File: src/verilog/ooo_pkg.sv
// Shared constants and packed structs for the out-of-order retirement subsystem.
// Import into every block that carries dispatch, completion or commit traffic.

`default_nettype none

package ooo_pkg;

    ////////////////////////////////////////////////////////////
    // sizes
    ////////////////////////////////////////////////////////////

    localparam int unsigned xlen        = 32;
    localparam int unsigned rob_size    = 8;
    localparam int unsigned rob_idx_len = 3;
    localparam int unsigned arch_regs   = 32;
    localparam int unsigned reg_idx_len = 5;

    typedef logic [rob_idx_len-1:0] rob_tag_t;
    typedef logic [reg_idx_len-1:0] reg_idx_t;
    typedef logic [xlen-1:0]        word_t;

    // hard-wired zero register
    localparam reg_idx_t zero_reg = '0;

    ////////////////////////////////////////////////////////////
    // packets between the blocks
    ////////////////////////////////////////////////////////////

    // instruction entering the window this cycle
    typedef struct packed {
        logic     valid;
        word_t    pc;
        reg_idx_t dest_reg;
        reg_idx_t src1_reg;
        reg_idx_t src2_reg;
    } dispatch_packet_t;

    // result from a functional unit, any order
    typedef struct packed {
        logic     valid;
        rob_tag_t tag;
        word_t    value;
        logic     mis_pred;
    } complete_packet_t;

    typedef struct packed {
        word_t    pc;
        reg_idx_t dest_reg;
        word_t    value;
        logic     ready;
        logic     mis_pred;
    } rob_entry_t;

    // producer slots asked for by operand selection
    typedef struct packed {
        rob_tag_t tag1;
        rob_tag_t tag2;
    } rob_lookup_t;

    typedef struct packed {
        logic  ready1;
        word_t value1;
        logic  ready2;
        word_t value2;
    } rob_read_t;

    // head of the buffer leaving in program order
    typedef struct packed {
        logic     valid;
        rob_tag_t tag;
        reg_idx_t dest_reg;
        word_t    value;
        word_t    pc;
        logic     squash;
    } commit_packet_t;

    typedef struct packed {
        logic     busy;
        rob_tag_t tag;
    } map_entry_t;

    typedef struct packed {
        logic     ready;
        rob_tag_t tag;
        word_t    value;
    } operand_t;

    typedef struct packed {
        operand_t op1;
        operand_t op2;
    } operand_packet_t;

endpackage

`default_nettype wire

File: src/verilog/reorder_buffer.sv
// Circular reorder buffer: takes dispatches at the tail, completions in any order,
// and retires the head in program order. A mispredicted head flushes everything.

`timescale 1ns/1ps
`default_nettype none

module reorder_buffer (
    input  logic                    clock,
    input  logic                    reset,
    input  ooo_pkg::dispatch_packet_t dispatch,
    input  ooo_pkg::complete_packet_t complete,
    input  ooo_pkg::rob_lookup_t    lookup,
    output ooo_pkg::rob_read_t      read,
    output ooo_pkg::rob_tag_t       tail,
    output logic                    rob_full,
    output ooo_pkg::commit_packet_t commit
);

    import ooo_pkg::*;

    // one extra bit so full and empty differ when head equals tail
    typedef logic [rob_idx_len:0] count_t;

    rob_entry_t entries [rob_size];
    rob_tag_t   head;
    count_t     count;

    logic       rob_empty;
    logic       retire;
    logic       squash;

    // distance of a completing slot from the head, for the protocol check
    rob_tag_t   complete_offset;
    logic       complete_in_flight;

    ////////////////////////////////////////////////////////////
    // status and retirement
    ////////////////////////////////////////////////////////////

    assign rob_empty = (count == '0);
    assign rob_full  = (count == count_t'(rob_size));
    assign retire    = !rob_empty && entries[head].ready;
    assign squash    = retire && entries[head].mis_pred;

    assign commit.valid    = retire;
    assign commit.tag      = head;
    assign commit.dest_reg = entries[head].dest_reg;
    assign commit.value    = entries[head].value;
    assign commit.pc       = entries[head].pc;
    assign commit.squash   = squash;

    // operand read-back, no bypass of this cycle's completion
    assign read.ready1 = entries[lookup.tag1].ready;
    assign read.value1 = entries[lookup.tag1].value;
    assign read.ready2 = entries[lookup.tag2].ready;
    assign read.value2 = entries[lookup.tag2].value;

    assign complete_offset    = complete.tag - head;
    assign complete_in_flight = ({1'b0, complete_offset} < count);

    ////////////////////////////////////////////////////////////
    // state update
    ////////////////////////////////////////////////////////////

    always_ff @(posedge clock) begin
        if (reset || squash) begin
            // flush drops the dispatch and any completion of this cycle
            head  <= '0;
            tail  <= '0;
            count <= '0;
            for (int i = 0; i < rob_size; i++) begin
                entries[i] <= '0;
            end
        end else begin
            if (dispatch.valid) begin
                entries[tail] <= '{
                    pc:       dispatch.pc,
                    dest_reg: dispatch.dest_reg,
                    value:    '0,
                    ready:    1'b0,
                    mis_pred: 1'b0
                };
                tail <= tail + rob_tag_t'(1);
            end

            if (complete.valid) begin
                entries[complete.tag].value    <= complete.value;
                entries[complete.tag].mis_pred <= complete.mis_pred;
                entries[complete.tag].ready    <= 1'b1;
            end

            if (retire) begin
                head <= head + rob_tag_t'(1);
            end

            case ({dispatch.valid, retire})
                2'b10:   count <= count + count_t'(1);
                2'b01:   count <= count - count_t'(1);
                default: count <= count;
            endcase
        end
    end

    ////////////////////////////////////////////////////////////
    // protocol checks
    ////////////////////////////////////////////////////////////

    // caller must honour rob_full
    assert property (@(posedge clock) disable iff (reset)
        dispatch.valid |-> !rob_full)
        else $error("dispatch while reorder buffer full");

    // completion names an occupied slot still waiting for its result
    assert property (@(posedge clock) disable iff (reset)
        complete.valid |-> complete_in_flight && !entries[complete.tag].ready)
        else $error("completion to empty or ready slot %0d", complete.tag);

    assert property (@(posedge clock) disable iff (reset)
        count <= count_t'(rob_size))
        else $error("occupancy counter overflow");

endmodule

`default_nettype wire

File: src/verilog/rename_map.sv
// Rename map: for each architectural register, the reorder buffer slot that will
// produce it. Set at dispatch, released at commit, wiped on squash.

`timescale 1ns/1ps
`default_nettype none

module rename_map (
    input  logic                      clock,
    input  logic                      reset,
    input  ooo_pkg::dispatch_packet_t dispatch,
    input  ooo_pkg::rob_tag_t         tail,
    input  ooo_pkg::commit_packet_t   commit,
    output ooo_pkg::map_entry_t       map [ooo_pkg::arch_regs]
);

    import ooo_pkg::*;

    logic rename_valid;
    logic release_valid;

    ////////////////////////////////////////////////////////////
    // update conditions
    ////////////////////////////////////////////////////////////

    // register 0 never gets a producer
    assign rename_valid = dispatch.valid && (dispatch.dest_reg != zero_reg);

    // only release when no younger instruction took the register over
    assign release_valid = commit.valid
                        && map[commit.dest_reg].busy
                        && (map[commit.dest_reg].tag == commit.tag);

    always_ff @(posedge clock) begin
        if (reset || commit.squash) begin
            for (int i = 0; i < arch_regs; i++) begin
                map[i] <= '0;
            end
        end else begin
            if (release_valid) begin
                map[commit.dest_reg].busy <= 1'b0;
            end
            // later write wins, so a rename of the same register beats the release
            if (rename_valid) begin
                map[dispatch.dest_reg] <= '{busy: 1'b1, tag: tail};
            end
        end
    end

    ////////////////////////////////////////////////////////////
    // checks
    ////////////////////////////////////////////////////////////

    assert property (@(posedge clock) disable iff (reset)
        !map[zero_reg].busy)
        else $error("register 0 marked busy");

endmodule

`default_nettype wire

File: src/verilog/operand_resolve.sv
// Architectural register file and source operand selection. Each source comes
// from the zero register, a ready buffer slot, a pending tag, or the register file.

`timescale 1ns/1ps
`default_nettype none

module operand_resolve (
    input  logic                      clock,
    input  logic                      reset,
    input  ooo_pkg::dispatch_packet_t dispatch,
    input  ooo_pkg::map_entry_t       map [ooo_pkg::arch_regs],
    input  ooo_pkg::rob_read_t        read,
    input  ooo_pkg::commit_packet_t   commit,
    output ooo_pkg::rob_lookup_t      lookup,
    output ooo_pkg::operand_packet_t  operands
);

    import ooo_pkg::*;

    word_t regfile [arch_regs];

    // pick one source operand; tag is the producer whenever the register is busy
    function automatic operand_t resolve(
        input reg_idx_t   src,
        input map_entry_t entry,
        input logic       slot_ready,
        input word_t      slot_value,
        input word_t      rf_value
    );
        operand_t op;
        op = '{ready: 1'b1, tag: '0, value: '0};
        if (src == zero_reg) begin
            op.value = '0;
        end else if (entry.busy && slot_ready) begin
            op.tag   = entry.tag;
            op.value = slot_value;
        end else if (entry.busy) begin
            op.ready = 1'b0;
            op.tag   = entry.tag;
        end else begin
            op.value = rf_value;
        end
        return op;
    endfunction

    ////////////////////////////////////////////////////////////
    // operand lookup
    ////////////////////////////////////////////////////////////

    assign lookup.tag1 = map[dispatch.src1_reg].tag;
    assign lookup.tag2 = map[dispatch.src2_reg].tag;

    assign operands.op1 = resolve(dispatch.src1_reg, map[dispatch.src1_reg],
                                  read.ready1, read.value1, regfile[dispatch.src1_reg]);
    assign operands.op2 = resolve(dispatch.src2_reg, map[dispatch.src2_reg],
                                  read.ready2, read.value2, regfile[dispatch.src2_reg]);

    ////////////////////////////////////////////////////////////
    // register file write at commit
    ////////////////////////////////////////////////////////////

    // a squashing commit still writes its own result
    always_ff @(posedge clock) begin
        if (reset) begin
            for (int i = 0; i < arch_regs; i++) begin
                regfile[i] <= '0;
            end
        end else if (commit.valid && (commit.dest_reg != zero_reg)) begin
            regfile[commit.dest_reg] <= commit.value;
        end
    end

    assert property (@(posedge clock) disable iff (reset)
        regfile[zero_reg] == '0)
        else $error("register 0 holds a non-zero value");

endmodule

`default_nettype wire

File: src/verilog/ooo_core.sv
// Top level of the retirement subsystem: reorder buffer, rename map and operand
// selection wired together. The outside drives dispatch and complete strobes.

`timescale 1ns/1ps
`default_nettype none

module ooo_core (
    input  logic                      clock,
    input  logic                      reset,
    input  ooo_pkg::dispatch_packet_t dispatch,
    input  ooo_pkg::complete_packet_t complete,
    output logic                      rob_full,
    output ooo_pkg::rob_tag_t         dispatch_tag,
    output ooo_pkg::operand_packet_t  operands,
    output ooo_pkg::commit_packet_t   commit
);

    import ooo_pkg::*;

    rob_lookup_t lookup;
    rob_read_t   read_back;
    map_entry_t  map_table [arch_regs];

    // in-order window, answers operand lookups combinationally
    reorder_buffer i_reorder_buffer (
        .clock    (clock),
        .reset    (reset),
        .dispatch (dispatch),
        .complete (complete),
        .lookup   (lookup),
        .read     (read_back),
        .tail     (dispatch_tag),
        .rob_full (rob_full),
        .commit   (commit)
    );

    // producer slot per register, takes the tail as the new tag
    rename_map i_rename_map (
        .clock    (clock),
        .reset    (reset),
        .dispatch (dispatch),
        .tail     (dispatch_tag),
        .commit   (commit),
        .map      (map_table)
    );

    // register file and source selection
    operand_resolve i_operand_resolve (
        .clock    (clock),
        .reset    (reset),
        .dispatch (dispatch),
        .map      (map_table),
        .read     (read_back),
        .commit   (commit),
        .lookup   (lookup),
        .operands (operands)
    );

endmodule

`default_nettype wire

File: config.mk
export PLATFORM = sky130hd
export DESIGN_NAME = ooo_core
export DESIGN_NICKNAME = d
export VERILOG_FILES = /design/src/verilog/ooo_pkg.sv /design/src/verilog/reorder_buffer.sv /design/src/verilog/rename_map.sv /design/src/verilog/operand_resolve.sv /design/src/verilog/ooo_core.sv
export SDC_FILE = /design/constraint.sdc
export NUM_CORES = 2
export LEC_CHECK = 0
export BUFFER_PORTS_ARGS = -buffer_cell sky130_fd_sc_hd__buf_2
export CAP_MARGIN = 10
export CORE_MARGIN = 1.5
export CORE_UTILIZATION = 50
export CTS_CLUSTER_DIAMETER = 200
export DETAILED_ROUTE_END_ITERATION = 8
export PLACE_DENSITY = 0.74
export SYNTH_ARGS = -nofsm -noshare
export SYNTH_HDL_FRONTEND = slang
export SYNTH_SLANG_ARGS = --single-unit
export TNS_END_PERCENT = 10
File: constraint.sdc
create_clock -name clock -period 8.6 [get_ports clock]
set_clock_uncertainty 0.2 [all_clocks]
set_input_delay 1.72 -clock clock [delete_from_list [all_inputs] [get_ports clock]]
set_output_delay 1.72 -clock clock [all_outputs]
set_load 0.03 [all_outputs]
== Word level (Yosys, flattened, before mapping) ==
Memory sizes are Yosys's and may differ from the RTL's. A register that Yosys moved wholly into a read port is not among the register bits.
Index checks and enable logic that the tools add are counted.
Storage, ports and cells
  bits in read-only memories: 0
  memory bits (writable): 1592
  flip-flop bits (word level): 138
  latch bits: 0
  memories: 2
  logic and storage cells: 163
Memories
  i_operand_resolve.regfile: words 32, bits a word 32, read ports 2, clocked after Yosys merged registers in 0, wr ports 32, line operand_resolve.sv:20  | word_t regfile [arch_regs];
  i_reorder_buffer.entries: words 8, bits a word 71, read ports 3, clocked after Yosys merged registers in 1, wr ports 8, line reorder_buffer.sv:24  | rob_entry_t entries [rob_size];
Cells by class
  divide/modulo/power cells: 0
  $lt $le $gt $ge: 6
  mux-type cells: 55
  $add $sub $neg: 4
  shift operators: 0
  reduce and logical (&&, ||, !) cells: 21
  $mul: 0
  bitwise logic cells: 4
  eq/ne operators: 4
Operators with widths (number)
  2-to-1 mux 128 bit: 3
  bitwise mux 128 bit: 2
  2-to-1 mux 32 bit: 5
  2-to-1 mux 71 bit: 2
  OR reduction 71 bit: 2
  2-to-1 mux 35 bit: 2
  binary-select mux 4 bit (select 5 bit): 3
  2-to-1 mux 4 bit: 12
  demux 4 bit (select 5 bit): 2
  OR reduction 32 bit: 1
  >= comparator 6 bit, second input constant: 4
  inverter 5 -> 6 bit: 4
  2-to-1 mux 1 bit: 17
  < comparator 6 x 1 -> 1 bit, second input constant: 2
  2-to-1 mux 3 bit: 4
  logical AND 1 bit: 10
  logical NOT 5 bit: 2
  nonzero test 5 bit: 2
  case mux 4 bit (2 select lines): 1
  adder 3 x 1 -> 3 bit, second input constant: 2
  2-to-1 mux 5 bit: 1
  adder 4 x 1 -> 4 bit, second input constant: 1
  == test 4 bit, second input constant: 1
  logical NOT 4 bit: 1
  8 further kinds: 8

== Longest topological paths before layout ==
  word-level depth: 10
  gate-level depth with buffers: 16
  gate-level depth less buffers: 12

== Cells and area by module ==
From an unflattened synthesis, not the netlist that was laid out.
Unflattened totals
  cells, all modules: 7152
  area total of the unflattened synthesis: 96759.0 um2
By module, submodules not included
  operand_resolve: cells each 4614, area each 60834.6 um2, instances 1
  reorder_buffer: cells each 1819, area each 29893.7 um2, instances 1
  rename_map: cells each 719, area each 6030.8 um2, instances 1

== Worst setup path before layout ==
Ideal clock, no wire load.
  kind: input port to output port
  start: input dispatch[1] (netlist name)
  end: output operands[10] (netlist name)
  required time: 6680 ps
  stages on the path: 14
  path slack: 1781 ps
  data arrival time: 4899 ps
  cells stage by stage: clkbuf_1 buf_1 mux4_2 mux4_2 mux2i_4 nand2_1 o211ai_1 o21ai_0 nand2_1 nand2_1 or2_1 clkbuf_1 buf_2 o22ai_1
RTL lines
  from (decl): line ooo_core.sv:10  | input ooo_pkg::dispatch_packet_t dispatch,
  to (decl): line ooo_core.sv:14  | output ooo_pkg::operand_packet_t operands,

==> impl_metrics.toml <==
[outcome]
run_status = "completed"

[global_route]
grt_max_degree = 138
grt-busiest-layer = "met2"
grt_pass1_wl_um = 427000
met3_usage = 0.0838
antenna_found_initial = 17
grt_pass1_vias = 61200
grt.total_usage = 0.323
grt_overflow = 0
grtUsageMet1 = 0.413
grt_use_met2 = 0.489

[synth]
seq_area_frac_synth = 0.558
synth_seq_cells = 1733
synth.area.mux_share = 0.263
synth_edf_count = 1584
ys.flop_type = "edfxtp_1"
syn_area_mm2 = 0.0906
synthArstFlopShare = 0
avgSynthCellArea_um2 = 14.3
synthCells = 6342
yosysUniqueCellTypes = 68
synth_top_family_by_area = "multiplexers"
yosys.area_share.simple = 0.110
synth_fa_ha_area_frac = 0.000911
yosysWarnings = 0
synth_compound_area_frac = 0.0364
synth_xor_area_frac = 0.00108

[timing]
finalCritPeriodShare = 0.951
setup_violations = 0
drv_slew = 0
rsz0062_at_grt = "no"
maxSlewHeadroom = 0.126
hold_viol = 0
fin_tns_setup_ps = 0
period_minus_slack_ps = 8180
fmaxAchievable_mhz = 122
worst_pin_slew_ps = 1310

[detailed_routing]
post-route-drc-count = 0
vias = 61600
drtPass1Iterations = 8
ant_nets = 0
avgRoutedWirePerCell_um = 33.6
drtIter0Drc = 10400
wl_um = 300000
viasPerCell = 6.90

[min_path]
hold_class = "flop to flop"
worstHoldPathCells = 2

[clock_tree]
cts_tree = "yes"
postCtsHoldBufs = 0
htreeDepth = 4
clk_latency_ps = 840
cts_setup_buffers = 0
cts_sinks = 1733
clockBufferDepth = 3
cts_buffers = 176
cts-resized-gates = 0
clk_pin_slew_worst_paths_ps = 70
root_buffer = "clkbuf_16"

[floorplanning]
coreArea_mm2 = 0.180
io_pins = 237
dieArea_mm2 = 0.184
die_w_um = 429
start_util = 0.502
rows = 156
die_h_um = 429

[final_layout]
layout-drive-gt1-share = 0.274
layout_commonest_cell = "edfxtp_1"
final_util = 0.558
fin_nets = 6490
syn2layout_area_growth_pct = 11.0
final_cell_mix = "1584 x edfxtp_1, 1094 x nor2_1, 860 x mux4_2"

[critical_path]
start_kind = "input port"
cp.required_ps = 6680
path_max_fanout = 39
cp.arrival_ps = 6260
worstSetupPathType = "input port to output pin"
r2r_cells = 12
cp-end-kind = "output pin"

[power]
ir_drop_mv = 0.197
p_leak_uw = 0.0363
power_density_mw_per_mm2 = 197
p_total_uw = 19800

[placement]
place.detailed.hpwl_um = 175000
io_buffers = 236
place.gp.congestion = 0.939

[job]
maxCapViolCount = 0
-- cells by family (layout without fill, tap and decap cells) --
logic type,count (synthesis),in the layout
adder cells (fa/ha/maj),6,6
buffers and inverters,666,831
XOR/XNOR,9,9
AND/OR/NAND/NOR,2155,2155
AO/OA/AOI/OAI,480,480
other,1,48
flip-flops,1733,1733
multiplexers,1292,1292
-- cells in the mapped netlist (12+ instances only) --
master | count | area [µm²]
dfxtp_1 | 149 | 2980
nand3_1 | 86 | 430
buf_6 | 12 | 135
nor3_1 | 25 | 125
buf_1 | 69 | 259
edfxtp_1 | 1584 | 47600
nand2b_1 | 43 | 269
buf_2 | 50 | 250
inv_1 | 57 | 214
a211oi_1 | 36 | 270
nand2_1 | 249 | 935
mux4_2 | 860 | 19400
o21ai_1 | 23 | 115
o22ai_1 | 68 | 425
buf_4 | 30 | 225
nor2b_1 | 35 | 219
mux2i_1 | 392 | 3920
nor2_1 | 1105 | 4150
mux2_2 | 34 | 383
and2_1 | 565 | 3530
a21oi_1 | 137 | 686
a22oi_1 | 106 | 796
o41ai_2 | 29 | 472
o21ai_0 | 42 | 210
clkbuf_1 | 442 | 1660
-- per-stage QoR --
step | hold slack [ps] | instance area, µm² | std cells | worst slack (ps)
after floorplan | 250 | 90700 | 6373 | 1780
after global placement | 266 | 95000 | 8588 | 519
after detailed placement | 274 | 95000 | 8589 | 528
after CTS | 281 | 101000 | 8908 | 521
after global routing | 307 | 101000 | 8923 | 257
final | 282 | 101000 | 8924 | 425
-- path summary, 6_finish.rpt --
path | from | to | slack (ps)
worst max-delay path | dispatch[0] | operands[30] | 420
worst min-delay path | i_rename_map.map[85] | i_rename_map.map[85] | 280
worst max register to register | flop | i_rename_map.map[15] | 2480
worst min register to register | i_rename_map.map[85] | i_rename_map.map[85] | 280
-- worst max-delay path, stage by stage --
cell and delay [ps]:
buf_8 380, mux4_2 560, mux4_2 600, mux2i_4 450, nor2_2 50, buf_4 260
a22oi_1 240, nand2_1 90, or2_2 660, o22ai_1 820, buf_4 220, buf_2 190
-- where the power goes --
| part | total, µW | switching [µW] | internal (µW) |
|---|---|---|---|
| logic | 2490 | 1620 | 866 |
| clock network | 7620 | 3420 | 4210 |
| registers | 9700 | 174 | 9520 |
-- state kept, by name (all words and copies together) (netlist names), named ones only --
name / flops
i_reorder_buffer.count: 4
i_rename_map.map: 128
i_reorder_buffer.head: 3
i_reorder_buffer.tail: 3
i_reorder_buffer.entries: 568
i_operand_resolve.regfile: 1024
-- cell type report --
cell class              count  area [µm²]
fillers                 13900       79800
flip-flops and latches   1733       50600
multi-input cells        3974       38200
clock buffers             211        4580
repair buffers            451        2980
well taps                2370        2970
clock inverters           108        1010
inverters                  61         231
diodes                     16        40.0
-- routing by layer --
| metal | up-vias | part of all wire |
|---|---|---|
| met2 | 5273 | 0.46 |
| met4 | 6 | 0.076 |
| met5 | - | 0.000090 |
| li1 | 24300 | - |
| met3 | 1028 | 0.14 |
| met1 | 30900 | 0.33 |
Note: power is estimated with default switching activity, not from simulation.
